===== config.mk =====
export PLATFORM = sky130hd
export DESIGN_NAME = translation_unit
export DESIGN_NICKNAME = d
export VERILOG_FILES = /design/src/design/tu_pkg.sv /design/src/design/tu_seg_decode.sv /design/src/design/tlb_store.sv /design/src/design/tlb_lookup.sv /design/src/design/tu_result.sv /design/src/design/translation_unit.sv
export SDC_FILE = /design/constraint.sdc
export NUM_CORES = 2
export LEC_CHECK = 0
export BUFFER_PORTS_ARGS = -buffer_cell sky130_fd_sc_hd__buf_2
export CAP_MARGIN = 20
export CORE_UTILIZATION = 37
export DETAILED_ROUTE_END_ITERATION = 10
export GPL_ROUTABILITY_DRIVEN = 0
export SYNTH_ARGS = -nofsm -noshare
export SYNTH_HDL_FRONTEND = slang
export SYNTH_SLANG_ARGS = --single-unit

===== constraint.sdc =====
create_clock -name clk -period 4.1 [get_ports clk]
set_input_delay 0.41 -clock clk [delete_from_list [all_inputs] [get_ports clk]]
set_output_delay 0.41 -clock clk [all_outputs]
set_load 0.05 [all_outputs]

===== src/design/tu_pkg.sv =====
package tu_pkg;

    // TLB geometry.
    localparam int TLB_ENTRIES = 16;
    localparam int TLB_INDEX_W = 4;

    localparam int VPN2_W = 19;
    localparam int PFN_W  = 20;
    localparam int ASID_W = 8;
    localparam int CACHE_W = 3;

    // entryhi: vpn2 in 31:13, asid in 7:0.
    localparam int ENTRYHI_VPN2_LSB = 13;
    localparam int ENTRYHI_ASID_LSB = 0;

    // entrylo: pfn in 25:6, c in 5:3, then d, v and g.
    localparam int ENTRYLO_PFN_LSB = 6;
    localparam int ENTRYLO_C_LSB   = 3;
    localparam int ENTRYLO_D_BIT   = 2;
    localparam int ENTRYLO_V_BIT   = 1;
    localparam int ENTRYLO_G_BIT   = 0;

    localparam int INDEX_P_BIT = 31; // set by tlbp when nothing matched.

    // every other c code is treated as uncached.
    localparam logic [CACHE_W-1:0] CACHE_CACHEABLE = 3'd3;

    // kseg0 and kseg1 both fold onto the low 512 MB.
    localparam logic [31:0] KSEG_DIRECT_MASK = 32'h1fff_ffff;

    // one entry maps an even/odd pair of 4 KB pages.
    typedef struct packed {
        logic [VPN2_W-1:0]  vpn2;
        logic [ASID_W-1:0]  asid;
        logic               g;
        logic [PFN_W-1:0]   pfn0;
        logic [CACHE_W-1:0] c0;
        logic               d0;
        logic               v0;
        logic [PFN_W-1:0]   pfn1;
        logic [CACHE_W-1:0] c1;
        logic               d1;
        logic               v1;
    } tlb_entry_t;

    // page fields here belong to the page picked by vaddr bit 12.
    typedef struct packed {
        logic                   hit;
        logic [TLB_INDEX_W-1:0] index;
        logic [PFN_W-1:0]       pfn;
        logic [CACHE_W-1:0]     c;
        logic                   d;
        logic                   v;
        logic [31:0]            paddr;
    } tlb_match_t;

endpackage


===== src/design/tu_seg_decode.sv =====
`timescale 1ns/1ns

module tu_seg_decode (
    input  logic [31:0] i_vaddr,
    input  logic        i_k0_uncached,
    output logic        o_mapped,
    output logic        o_uncached,
    output logic [31:0] o_paddr
);
    import tu_pkg::*;

    logic is_kuseg;
    logic is_kseg0;
    logic is_kseg1;
    logic is_kseg23;

    // kuseg is the lower half of the space, kseg2 and kseg3 the top quarter.
    assign is_kuseg  = ~i_vaddr[31];
    assign is_kseg0  = (i_vaddr[31:29] == 3'b100);
    assign is_kseg1  = (i_vaddr[31:29] == 3'b101);
    assign is_kseg23 = (i_vaddr[31:30] == 2'b11);

    assign o_mapped = is_kuseg | is_kseg23;

    // only meaningful when o_mapped is low.
    assign o_paddr = i_vaddr & KSEG_DIRECT_MASK;

    // kseg1 is never cached, kseg0 follows the config k0 field.
    assign o_uncached = is_kseg1 | (is_kseg0 & i_k0_uncached);

endmodule


===== src/design/tlb_store.sv =====
`timescale 1ns/1ns

module tlb_store (
    input  logic                                          clk,
    input  logic                                          resetn,
    input  logic                                          i_we,
    input  logic [tu_pkg::TLB_INDEX_W-1:0]                i_waddr,
    input  logic [tu_pkg::TLB_INDEX_W-1:0]                i_raddr,
    input  tu_pkg::tlb_entry_t                            i_wentry,
    output tu_pkg::tlb_entry_t                            o_rentry,
    output tu_pkg::tlb_entry_t [tu_pkg::TLB_ENTRIES-1:0]  o_table
);
    import tu_pkg::*;

    tlb_entry_t [TLB_ENTRIES-1:0] table_q;
    logic       [TLB_ENTRIES-1:0] entry_we;

    // one-hot write select from the index register.
    always_comb begin
        entry_we = '0;
        if (i_we) begin
            entry_we[i_waddr] = 1'b1;
        end
    end

    for (genvar i = 0; i < TLB_ENTRIES; i++) begin : g_entry
        always_ff @(posedge clk) begin
            if (!resetn) begin
                table_q[i] <= '0; // a cleared entry has v0 and v1 low.
            end else if (entry_we[i]) begin
                table_q[i] <= i_wentry;
            end
        end
    end

    // tlbr reads straight out of the array.
    assign o_rentry = table_q[i_raddr];

    // the lookups see every entry at once.
    assign o_table = table_q;

    // a write with an unknown index would leave the whole table in doubt.
    property p_waddr_known;
        @(posedge clk) disable iff (!resetn)
        i_we |-> !$isunknown(i_waddr);
    endproperty

    a_waddr_known: assert property (p_waddr_known)
        else $error("tlbwi with unknown index %h", i_waddr);

endmodule


===== src/design/tlb_lookup.sv =====
`timescale 1ns/1ns

module tlb_lookup (
    input  tu_pkg::tlb_entry_t [tu_pkg::TLB_ENTRIES-1:0] i_table,
    input  logic [31:0]                                  i_vaddr,
    input  logic [tu_pkg::ASID_W-1:0]                    i_asid,
    output tu_pkg::tlb_match_t                           o_match
);
    import tu_pkg::*;

    logic [TLB_ENTRIES-1:0] hit_mask;
    logic [TLB_INDEX_W-1:0] hit_idx;
    tlb_entry_t             sel;
    logic                   odd_page;

    // a global entry ignores the asid.
    for (genvar i = 0; i < TLB_ENTRIES; i++) begin : g_cmp
        assign hit_mask[i] = (i_table[i].vpn2 == i_vaddr[31 -: VPN2_W]) &&
                             (i_table[i].g || (i_table[i].asid == i_asid));
    end

    // walk downwards so that the lowest matching index wins.
    always_comb begin
        hit_idx = '0;
        for (int i = TLB_ENTRIES - 1; i >= 0; i--) begin
            if (hit_mask[i]) begin
                hit_idx = TLB_INDEX_W'(i);
            end
        end
    end

    // on a miss this falls back to entry 0, and the caller looks at hit first.
    assign sel      = i_table[hit_idx];
    assign odd_page = i_vaddr[12];

    always_comb begin
        o_match.hit   = |hit_mask;
        o_match.index = hit_idx;
        if (odd_page) begin
            o_match.pfn = sel.pfn1;
            o_match.c   = sel.c1;
            o_match.d   = sel.d1;
            o_match.v   = sel.v1;
        end else begin
            o_match.pfn = sel.pfn0;
            o_match.c   = sel.c0;
            o_match.d   = sel.d0;
            o_match.v   = sel.v0;
        end
        o_match.paddr = {o_match.pfn, i_vaddr[11:0]}; // 4 KB pages only.
    end

endmodule


===== src/design/tu_result.sv =====
`timescale 1ns/1ns

module tu_result (
    input  logic               clk,
    input  logic               resetn,
    input  logic               i_mapped,
    input  logic               i_seg_uncached,
    input  logic [31:0]        i_direct_paddr,
    input  tu_pkg::tlb_match_t i_match,
    output logic [31:0]        o_paddr,
    output logic               o_uncached,
    output logic               o_refill,
    output logic               o_invalid,
    output logic               o_modified
);
    import tu_pkg::*;

    logic               hit_q;
    logic               v_q;
    logic               d_q;
    logic [CACHE_W-1:0] c_q;
    logic [31:0]        paddr_q;

    always_ff @(posedge clk) begin
        if (!resetn) begin
            hit_q <= 1'b0;
            v_q   <= 1'b0;
            d_q   <= 1'b0;
            c_q   <= '0;
        end else begin
            hit_q <= i_match.hit;
            v_q   <= i_match.v;
            d_q   <= i_match.d;
            c_q   <= i_match.c;
        end
    end

    always_ff @(posedge clk) begin
        paddr_q <= i_match.paddr;
    end

    // the direct path stays combinational, the tlb path is one cycle behind.
    assign o_paddr = i_mapped ? paddr_q : i_direct_paddr;

    // refill takes priority in the pipeline, so the other two may be set with it.
    assign o_refill   = i_mapped & ~hit_q;
    assign o_invalid  = i_mapped & ~v_q;
    assign o_modified = i_mapped & v_q & ~d_q;

    assign o_uncached = i_seg_uncached | (i_mapped & (c_q != CACHE_CACHEABLE));

    // a usable mapped translation always carries a known address.
    property p_paddr_known;
        @(posedge clk) disable iff (!resetn)
        (i_mapped && hit_q && v_q) |-> !$isunknown(o_paddr);
    endproperty

    a_paddr_known: assert property (p_paddr_known)
        else $error("mapped translation with unknown address %h", o_paddr);

endmodule


===== src/design/translation_unit.sv =====
`timescale 1ns/1ns

module translation_unit (
    input  logic        clk,
    input  logic        resetn,
    input  logic        i_k0_uncached,
    input  logic [31:0] i_inst_vaddr,
    input  logic [31:0] i_data_vaddr,
    input  logic        i_tlbwi,
    input  logic [31:0] i_index,
    input  logic [31:0] i_entryhi,
    input  logic [31:0] i_entrylo0,
    input  logic [31:0] i_entrylo1,
    output logic [31:0] o_inst_paddr,
    output logic [31:0] o_data_paddr,
    output logic        o_i_uncached,
    output logic        o_d_uncached,
    output logic        o_i_mapped,
    output logic        o_d_mapped,
    output logic        o_i_refill,
    output logic        o_d_refill,
    output logic        o_i_invalid,
    output logic        o_d_invalid,
    output logic        o_i_modified,
    output logic        o_d_modified,
    output logic [31:0] o_entryhi,
    output logic [31:0] o_entrylo0,
    output logic [31:0] o_entrylo1,
    output logic [31:0] o_index
);
    import tu_pkg::*;

    logic                         inst_seg_uncached;
    logic                         data_seg_uncached;
    logic [31:0]                  inst_direct_paddr;
    logic [31:0]                  data_direct_paddr;
    logic [ASID_W-1:0]            cur_asid;
    tlb_entry_t                   wentry;
    tlb_entry_t                   rentry;
    tlb_entry_t [TLB_ENTRIES-1:0] tlb_table;
    tlb_match_t                   inst_match;
    tlb_match_t                   inst_match_fetch;
    tlb_match_t                   data_match;
    tlb_match_t                   probe_match;

    assign cur_asid = i_entryhi[ENTRYHI_ASID_LSB +: ASID_W];

    // tlbwi packs entryhi and the entrylo pair into one entry.
    always_comb begin
        wentry.vpn2 = i_entryhi[ENTRYHI_VPN2_LSB +: VPN2_W];
        wentry.asid = cur_asid;
        wentry.g    = i_entrylo0[ENTRYLO_G_BIT] & i_entrylo1[ENTRYLO_G_BIT];
        wentry.pfn0 = i_entrylo0[ENTRYLO_PFN_LSB +: PFN_W];
        wentry.c0   = i_entrylo0[ENTRYLO_C_LSB +: CACHE_W];
        wentry.d0   = i_entrylo0[ENTRYLO_D_BIT];
        wentry.v0   = i_entrylo0[ENTRYLO_V_BIT];
        wentry.pfn1 = i_entrylo1[ENTRYLO_PFN_LSB +: PFN_W];
        wentry.c1   = i_entrylo1[ENTRYLO_C_LSB +: CACHE_W];
        wentry.d1   = i_entrylo1[ENTRYLO_D_BIT];
        wentry.v1   = i_entrylo1[ENTRYLO_V_BIT];
    end

    tu_seg_decode u_inst_seg (
        .i_vaddr       (i_inst_vaddr),
        .i_k0_uncached (i_k0_uncached),
        .o_mapped      (o_i_mapped),
        .o_uncached    (inst_seg_uncached),
        .o_paddr       (inst_direct_paddr)
    );

    tu_seg_decode u_data_seg (
        .i_vaddr       (i_data_vaddr),
        .i_k0_uncached (i_k0_uncached),
        .o_mapped      (o_d_mapped),
        .o_uncached    (data_seg_uncached),
        .o_paddr       (data_direct_paddr)
    );

    tlb_store u_store (
        .clk      (clk),
        .resetn   (resetn),
        .i_we     (i_tlbwi),
        .i_waddr  (i_index[TLB_INDEX_W-1:0]),
        .i_raddr  (i_index[TLB_INDEX_W-1:0]),
        .i_wentry (wentry),
        .o_rentry (rentry),
        .o_table  (tlb_table)
    );

    tlb_lookup u_inst_lookup (
        .i_table (tlb_table),
        .i_vaddr (i_inst_vaddr),
        .i_asid  (cur_asid),
        .o_match (inst_match)
    );

    tlb_lookup u_data_lookup (
        .i_table (tlb_table),
        .i_vaddr (i_data_vaddr),
        .i_asid  (cur_asid),
        .o_match (data_match)
    );

    // tlbp reuses the lookup with entryhi standing in for the address.
    tlb_lookup u_probe_lookup (
        .i_table (tlb_table),
        .i_vaddr (i_entryhi),
        .i_asid  (cur_asid),
        .o_match (probe_match)
    );

    // fetch only honours the segment attribute, so its c is forced cacheable.
    always_comb begin
        inst_match_fetch   = inst_match;
        inst_match_fetch.c = CACHE_CACHEABLE;
    end

    tu_result u_inst_result (
        .clk            (clk),
        .resetn         (resetn),
        .i_mapped       (o_i_mapped),
        .i_seg_uncached (inst_seg_uncached),
        .i_direct_paddr (inst_direct_paddr),
        .i_match        (inst_match_fetch),
        .o_paddr        (o_inst_paddr),
        .o_uncached     (o_i_uncached),
        .o_refill       (o_i_refill),
        .o_invalid      (o_i_invalid),
        .o_modified     (o_i_modified)
    );

    tu_result u_data_result (
        .clk            (clk),
        .resetn         (resetn),
        .i_mapped       (o_d_mapped),
        .i_seg_uncached (data_seg_uncached),
        .i_direct_paddr (data_direct_paddr),
        .i_match        (data_match),
        .o_paddr        (o_data_paddr),
        .o_uncached     (o_d_uncached),
        .o_refill       (o_d_refill),
        .o_invalid      (o_d_invalid),
        .o_modified     (o_d_modified)
    );

    // tlbr unpacks the entry, and both entrylo words carry the same g.
    always_comb begin
        o_entryhi  = '0;
        o_entrylo0 = '0;
        o_entrylo1 = '0;
        o_entryhi[ENTRYHI_VPN2_LSB +: VPN2_W] = rentry.vpn2;
        o_entryhi[ENTRYHI_ASID_LSB +: ASID_W] = rentry.asid;
        o_entrylo0[ENTRYLO_PFN_LSB +: PFN_W]  = rentry.pfn0;
        o_entrylo0[ENTRYLO_C_LSB +: CACHE_W]  = rentry.c0;
        o_entrylo0[ENTRYLO_D_BIT]             = rentry.d0;
        o_entrylo0[ENTRYLO_V_BIT]             = rentry.v0;
        o_entrylo0[ENTRYLO_G_BIT]             = rentry.g;
        o_entrylo1[ENTRYLO_PFN_LSB +: PFN_W]  = rentry.pfn1;
        o_entrylo1[ENTRYLO_C_LSB +: CACHE_W]  = rentry.c1;
        o_entrylo1[ENTRYLO_D_BIT]             = rentry.d1;
        o_entrylo1[ENTRYLO_V_BIT]             = rentry.v1;
        o_entrylo1[ENTRYLO_G_BIT]             = rentry.g;
    end

    always_comb begin
        o_index = '0;
        o_index[INDEX_P_BIT]         = ~probe_match.hit; // probe failure.
        o_index[TLB_INDEX_W-1:0]     = probe_match.index;
    end

endmodule


==> flow_summary_export.csv <==
group,metric,value,unit
outcome,outcome,"finished, violations left",
outcome,violations,"setup timing",
clocking,root_buffer,"clkbuf_16",
timing,worst_pin_slew,1.18,ns
setup_path,cp-end-kind,"register",
yosys,synth_top_area_cell,"dfxtp_1",
clocking,cts_buffers,153,
placed_design,io_buffers,308,
setup_path,crit_fanout,13,
route,route.detailed.drc,0,
timing,setup_ws,-0.0934,ns
yosys,synthTopCellsByCount,"nand2_1, dfxtp_1, a21boi_0",
timing,drv_slew,0,
route,drt-initial-drc-count,13100,
global_routing,grt_usage,0.344,
global_routing,grt_overflow,0,
setup_path,worst_ep_required_time,4.85,ns
job,max_cap_viol_count,0,
yosys,synth-xor-area-share,0.109,
clocking,clk_pin_slew,0.06,ns
yosys,syn_area,83400,um^2
die,dieArea,227000,um^2
clocking,clock_sinks,1322,
global_routing,grt_pass1_wl,579000,um
pwr,power_density,317,nW/um^2
yosys,synthSimpleGateAreaFrac,0.212,
global_routing,grt_start_max_net_pins,206,
route,drtPass1Iterations,9,
yosys,synthArstFlopShare,0,
yosys,synthFlopType,"dfxtp_1",
route,vias,85900,
yosys,synth_top_cell_area_share,0.317,
timing,hold_viol_final,0,
yosys,synth_compound_area_frac,0.155,
yosys,synth.most_common_cell,"nand2_1",
clocking,cts_htree_levels,4,
global_routing,antenna_found_initial,53,
timing,finClkSkew,0.0380,ns
die,rows,173,
clocking,clockBufferDepth,3,
layout,fin_nets,10800,
layout,stdcell_count,13800,
pwr,ir_drop,0.341,mV
yosys,synth_top_family_by_area,"simple AND/OR/NAND/NOR gates",
yosys,yosys.area_share.adder,0,
setup_path,crit_slowest_cell,"nand4_1",
yosys,ys_warn_count,0,
setup_path,critical_path_class,"reg2reg",
placed_design,dp_cells,13400,
yosys,synth.mux.area_fraction,0.151,
yosys,ys_ff_latch,1322,
yosys,synth_edf_count,0,
layout,syn_to_final_growth,20.3,%
die,io_pins,398,
timing,min_period_over_period,1.02,
route,ant_nets,0,
die,start_util,0.374,
layout,fin_util,0.450,
worst_hold_path,worstHoldPathType,"in2reg",
global_routing,grt_pass1_vias,81000,
placed_design,post-dp-hpwl,267000,um
die,core,223000,um^2
pwr,p_leak,34.8,nW
setup_path,cp.arrival,4.94,ns
yosys,synth.yosys.seq_area_share,0.317,
clocking,worstSkewPairLatency,0.85,ns
setup_path,cp_common_cell,"buf_4",
timing,finalSetupViolations,5,
clocking,cts_tree,"yes",
timing,max_freq,0.238,GHz
timing,fin_crit,4.19,ns
yosys,synth_area_leaders,"dfxtp_1, nand2_1, a21boi_0, mux4_2, xor2_1",
setup_path,cp_cell_sequence,"xor2_1 > nor4_1 > buf_4 > a21oi_1 > buf_12 > nor3_2 > buf_4 > buf_4 > nor2_1 > o311a_1 > o31ai_4 > buf_12 > nor2_4 > buf_12 > buf_4 > a32oi_1 > nand4_1 > a211oi_1",
route,wirelength,409000,um
die,die_y,477,um
route,wl_per_cell,29.7,um
setup_path,cpPeakStageDelay,0.41,ns
setup_path,startpoint_type,"register",
yosys,syn_avg_cell_area,8.18,um^2
yosys,synth_cells,10200,
die,die_width,477,um
route,via_per_inst,6.24,
layout,drive_gt1_frac,0.189,
yosys,ys_types,64,
timing,slew_headroom,0.215,
timing,fin_setup_tns,-0.334,ns
-- per-layer routing --
metal	GRT usage	wire length [um]	vias to the layer above
met5	0	328	-
met4	0.226	32800	48
met3	0.130	59700	2090
met2	0.502	169000	7131
met1	0.419	147000	41000
li1	-	-	35600
-- cell type report --
type / instances / area (um^2)
Fill cell: 21400 / 123000
Multi-Input combinational cell: 7853 / 53300
Sequential cell: 1322 / 26500
Timing Repair Buffer: 1307 / 11500
Clock buffer: 220 / 4440
Tap cell: 2975 / 3720
Clock inverter: 60 / 807
Antenna cell: 27 / 67.6
Inverter: 2 / 7.51
-- placed cells by master (no fill, tap or decap), types with 11 or more instances in the layout --
cell type / netlist / layout
mux2_2: 11 / 11
dfxtp_2: 0 / 24
buf_12: 0 / 177
o21ai_0: 35 / 32
a22oi_1: 63 / 63
xor2_1: 609 / 607
a31oi_1: 80 / 78
a21o_1: 19 / 18
nand2b_1: 13 / 11
nor3_1: 40 / 29
nor4_1: 159 / 128
nor4_2: 0 / 28
clkbuf_8: 0 / 31
nand4_1: 196 / 196
nand3_1: 299 / 295
buf_4: 83 / 740
dlygate4sd3_1: 0 / 80
a21oi_1: 71 / 62
and2_1: 17 / 12
xnor2_1: 431 / 430
a21boi_0: 1250 / 1250
bufinv_16: 0 / 14
a211oi_1: 93 / 91
mux4_2: 390 / 390
buf_2: 141 / 300
nor2_4: 0 / 18
conb_1: 1 / 44
diode_2: 0 / 27
nor2b_1: 93 / 90
clkinv_2: 0 / 26
nor2_1: 114 / 94
dfxtp_1: 1322 / 1297
clkbuf_1: 730 / 34
nand2_1: 3280 / 3265
clkbuf_16: 0 / 156
mux2i_1: 367 / 367
nor3_2: 3 / 11
nand2_4: 0 / 12
a221oi_1: 78 / 75
a32oi_1: 12 / 12
-- cells by family after synthesis --
kind of cell              count (synthesis)
muxes                                   768
other                                     1
xor gates and xnor gates               1040
DFF                                    1322
and+or+nand+nor                        4251
buffers and inverters                  1070
AOI/OAI and AO/OA                      1750
-- power breakdown --
| group | leakage [nW] | internal, mW | total (mW) | switching (mW) |
|---|---|---|---|---|
| logic | 21.5 | 1.39 | 3.94 | 2.55 |
| registers | 10.7 | 13.0 | 13.2 | 0.220 |
| clock network | 2.58 | 8.46 | 14.6 | 6.17 |
-- registers in the layout (all words and copies together), names as in the netlist --
| signal | flops |
|---|---|
| u_data_result.c_q | 3 |
| u_data_result.d_q | 1 |
| u_data_result.hit_q | 1 |
| u_data_result.paddr_q | 32 |
| u_data_result.v_q | 1 |
| u_inst_result.c_q | 1 |
| u_inst_result.d_q | 1 |
| u_inst_result.hit_q | 1 |
| u_inst_result.paddr_q | 32 |
| u_inst_result.v_q | 1 |
| u_store.o_table | 1248 |
-- stage by stage --
step	instance area (um^2)	total power [mW]	setup WS, ns	hold slack [ns]
2_1_floorplan	83600	15.7	0.361	0.438
3_3_place_gp	93700	17.1	-0.802	0.462
3_5_place_dp	93700	17.2	-0.836	0.474
4_1_cts	99900	31.6	-0.0315	0.0162
5_1_grt	100000	32.4	-0.0295	0.0427
6_report	100000	31.8	-0.0934	0.0525
-- path summary, 6_finish.rpt --
path | startpoint | endpoint | slack, ns | depth (start not counted)
worst max-delay path | u_store.o_table[447] | u_data_result.c_q[0] | -0.09 | 18
worst max register to register | u_store.o_table[447] | u_data_result.c_q[0] | -0.09 | 18
worst min register to register | u_store.o_table[783] | u_store.o_table[783] | 0.48 | 2
worst min-delay path | i_entryhi[16] | u_store.o_table[1232] | 0.05 | 4
-- repair_timing --
action / CTS / global route
hold endpoints to repair: 756 / 0
resized for setup: 37 / 78
buffers inserted: 2 / 10
hold buffers: 80 / 0
setup endpoints to repair: 51 / 48
pin swaps: 8 / 35
-- critical path: cells and delay by family, from the launching register on --
kind,cells,cell delay (ns)
buffers and inverters,7,1.31
AO/OA/AOI/OAI,5,1.06
XOR/XNOR,1,0.15
flip-flops,1,0.34
AND/OR/NAND/NOR,5,1.20
Power figures use the tool's default switching activity.
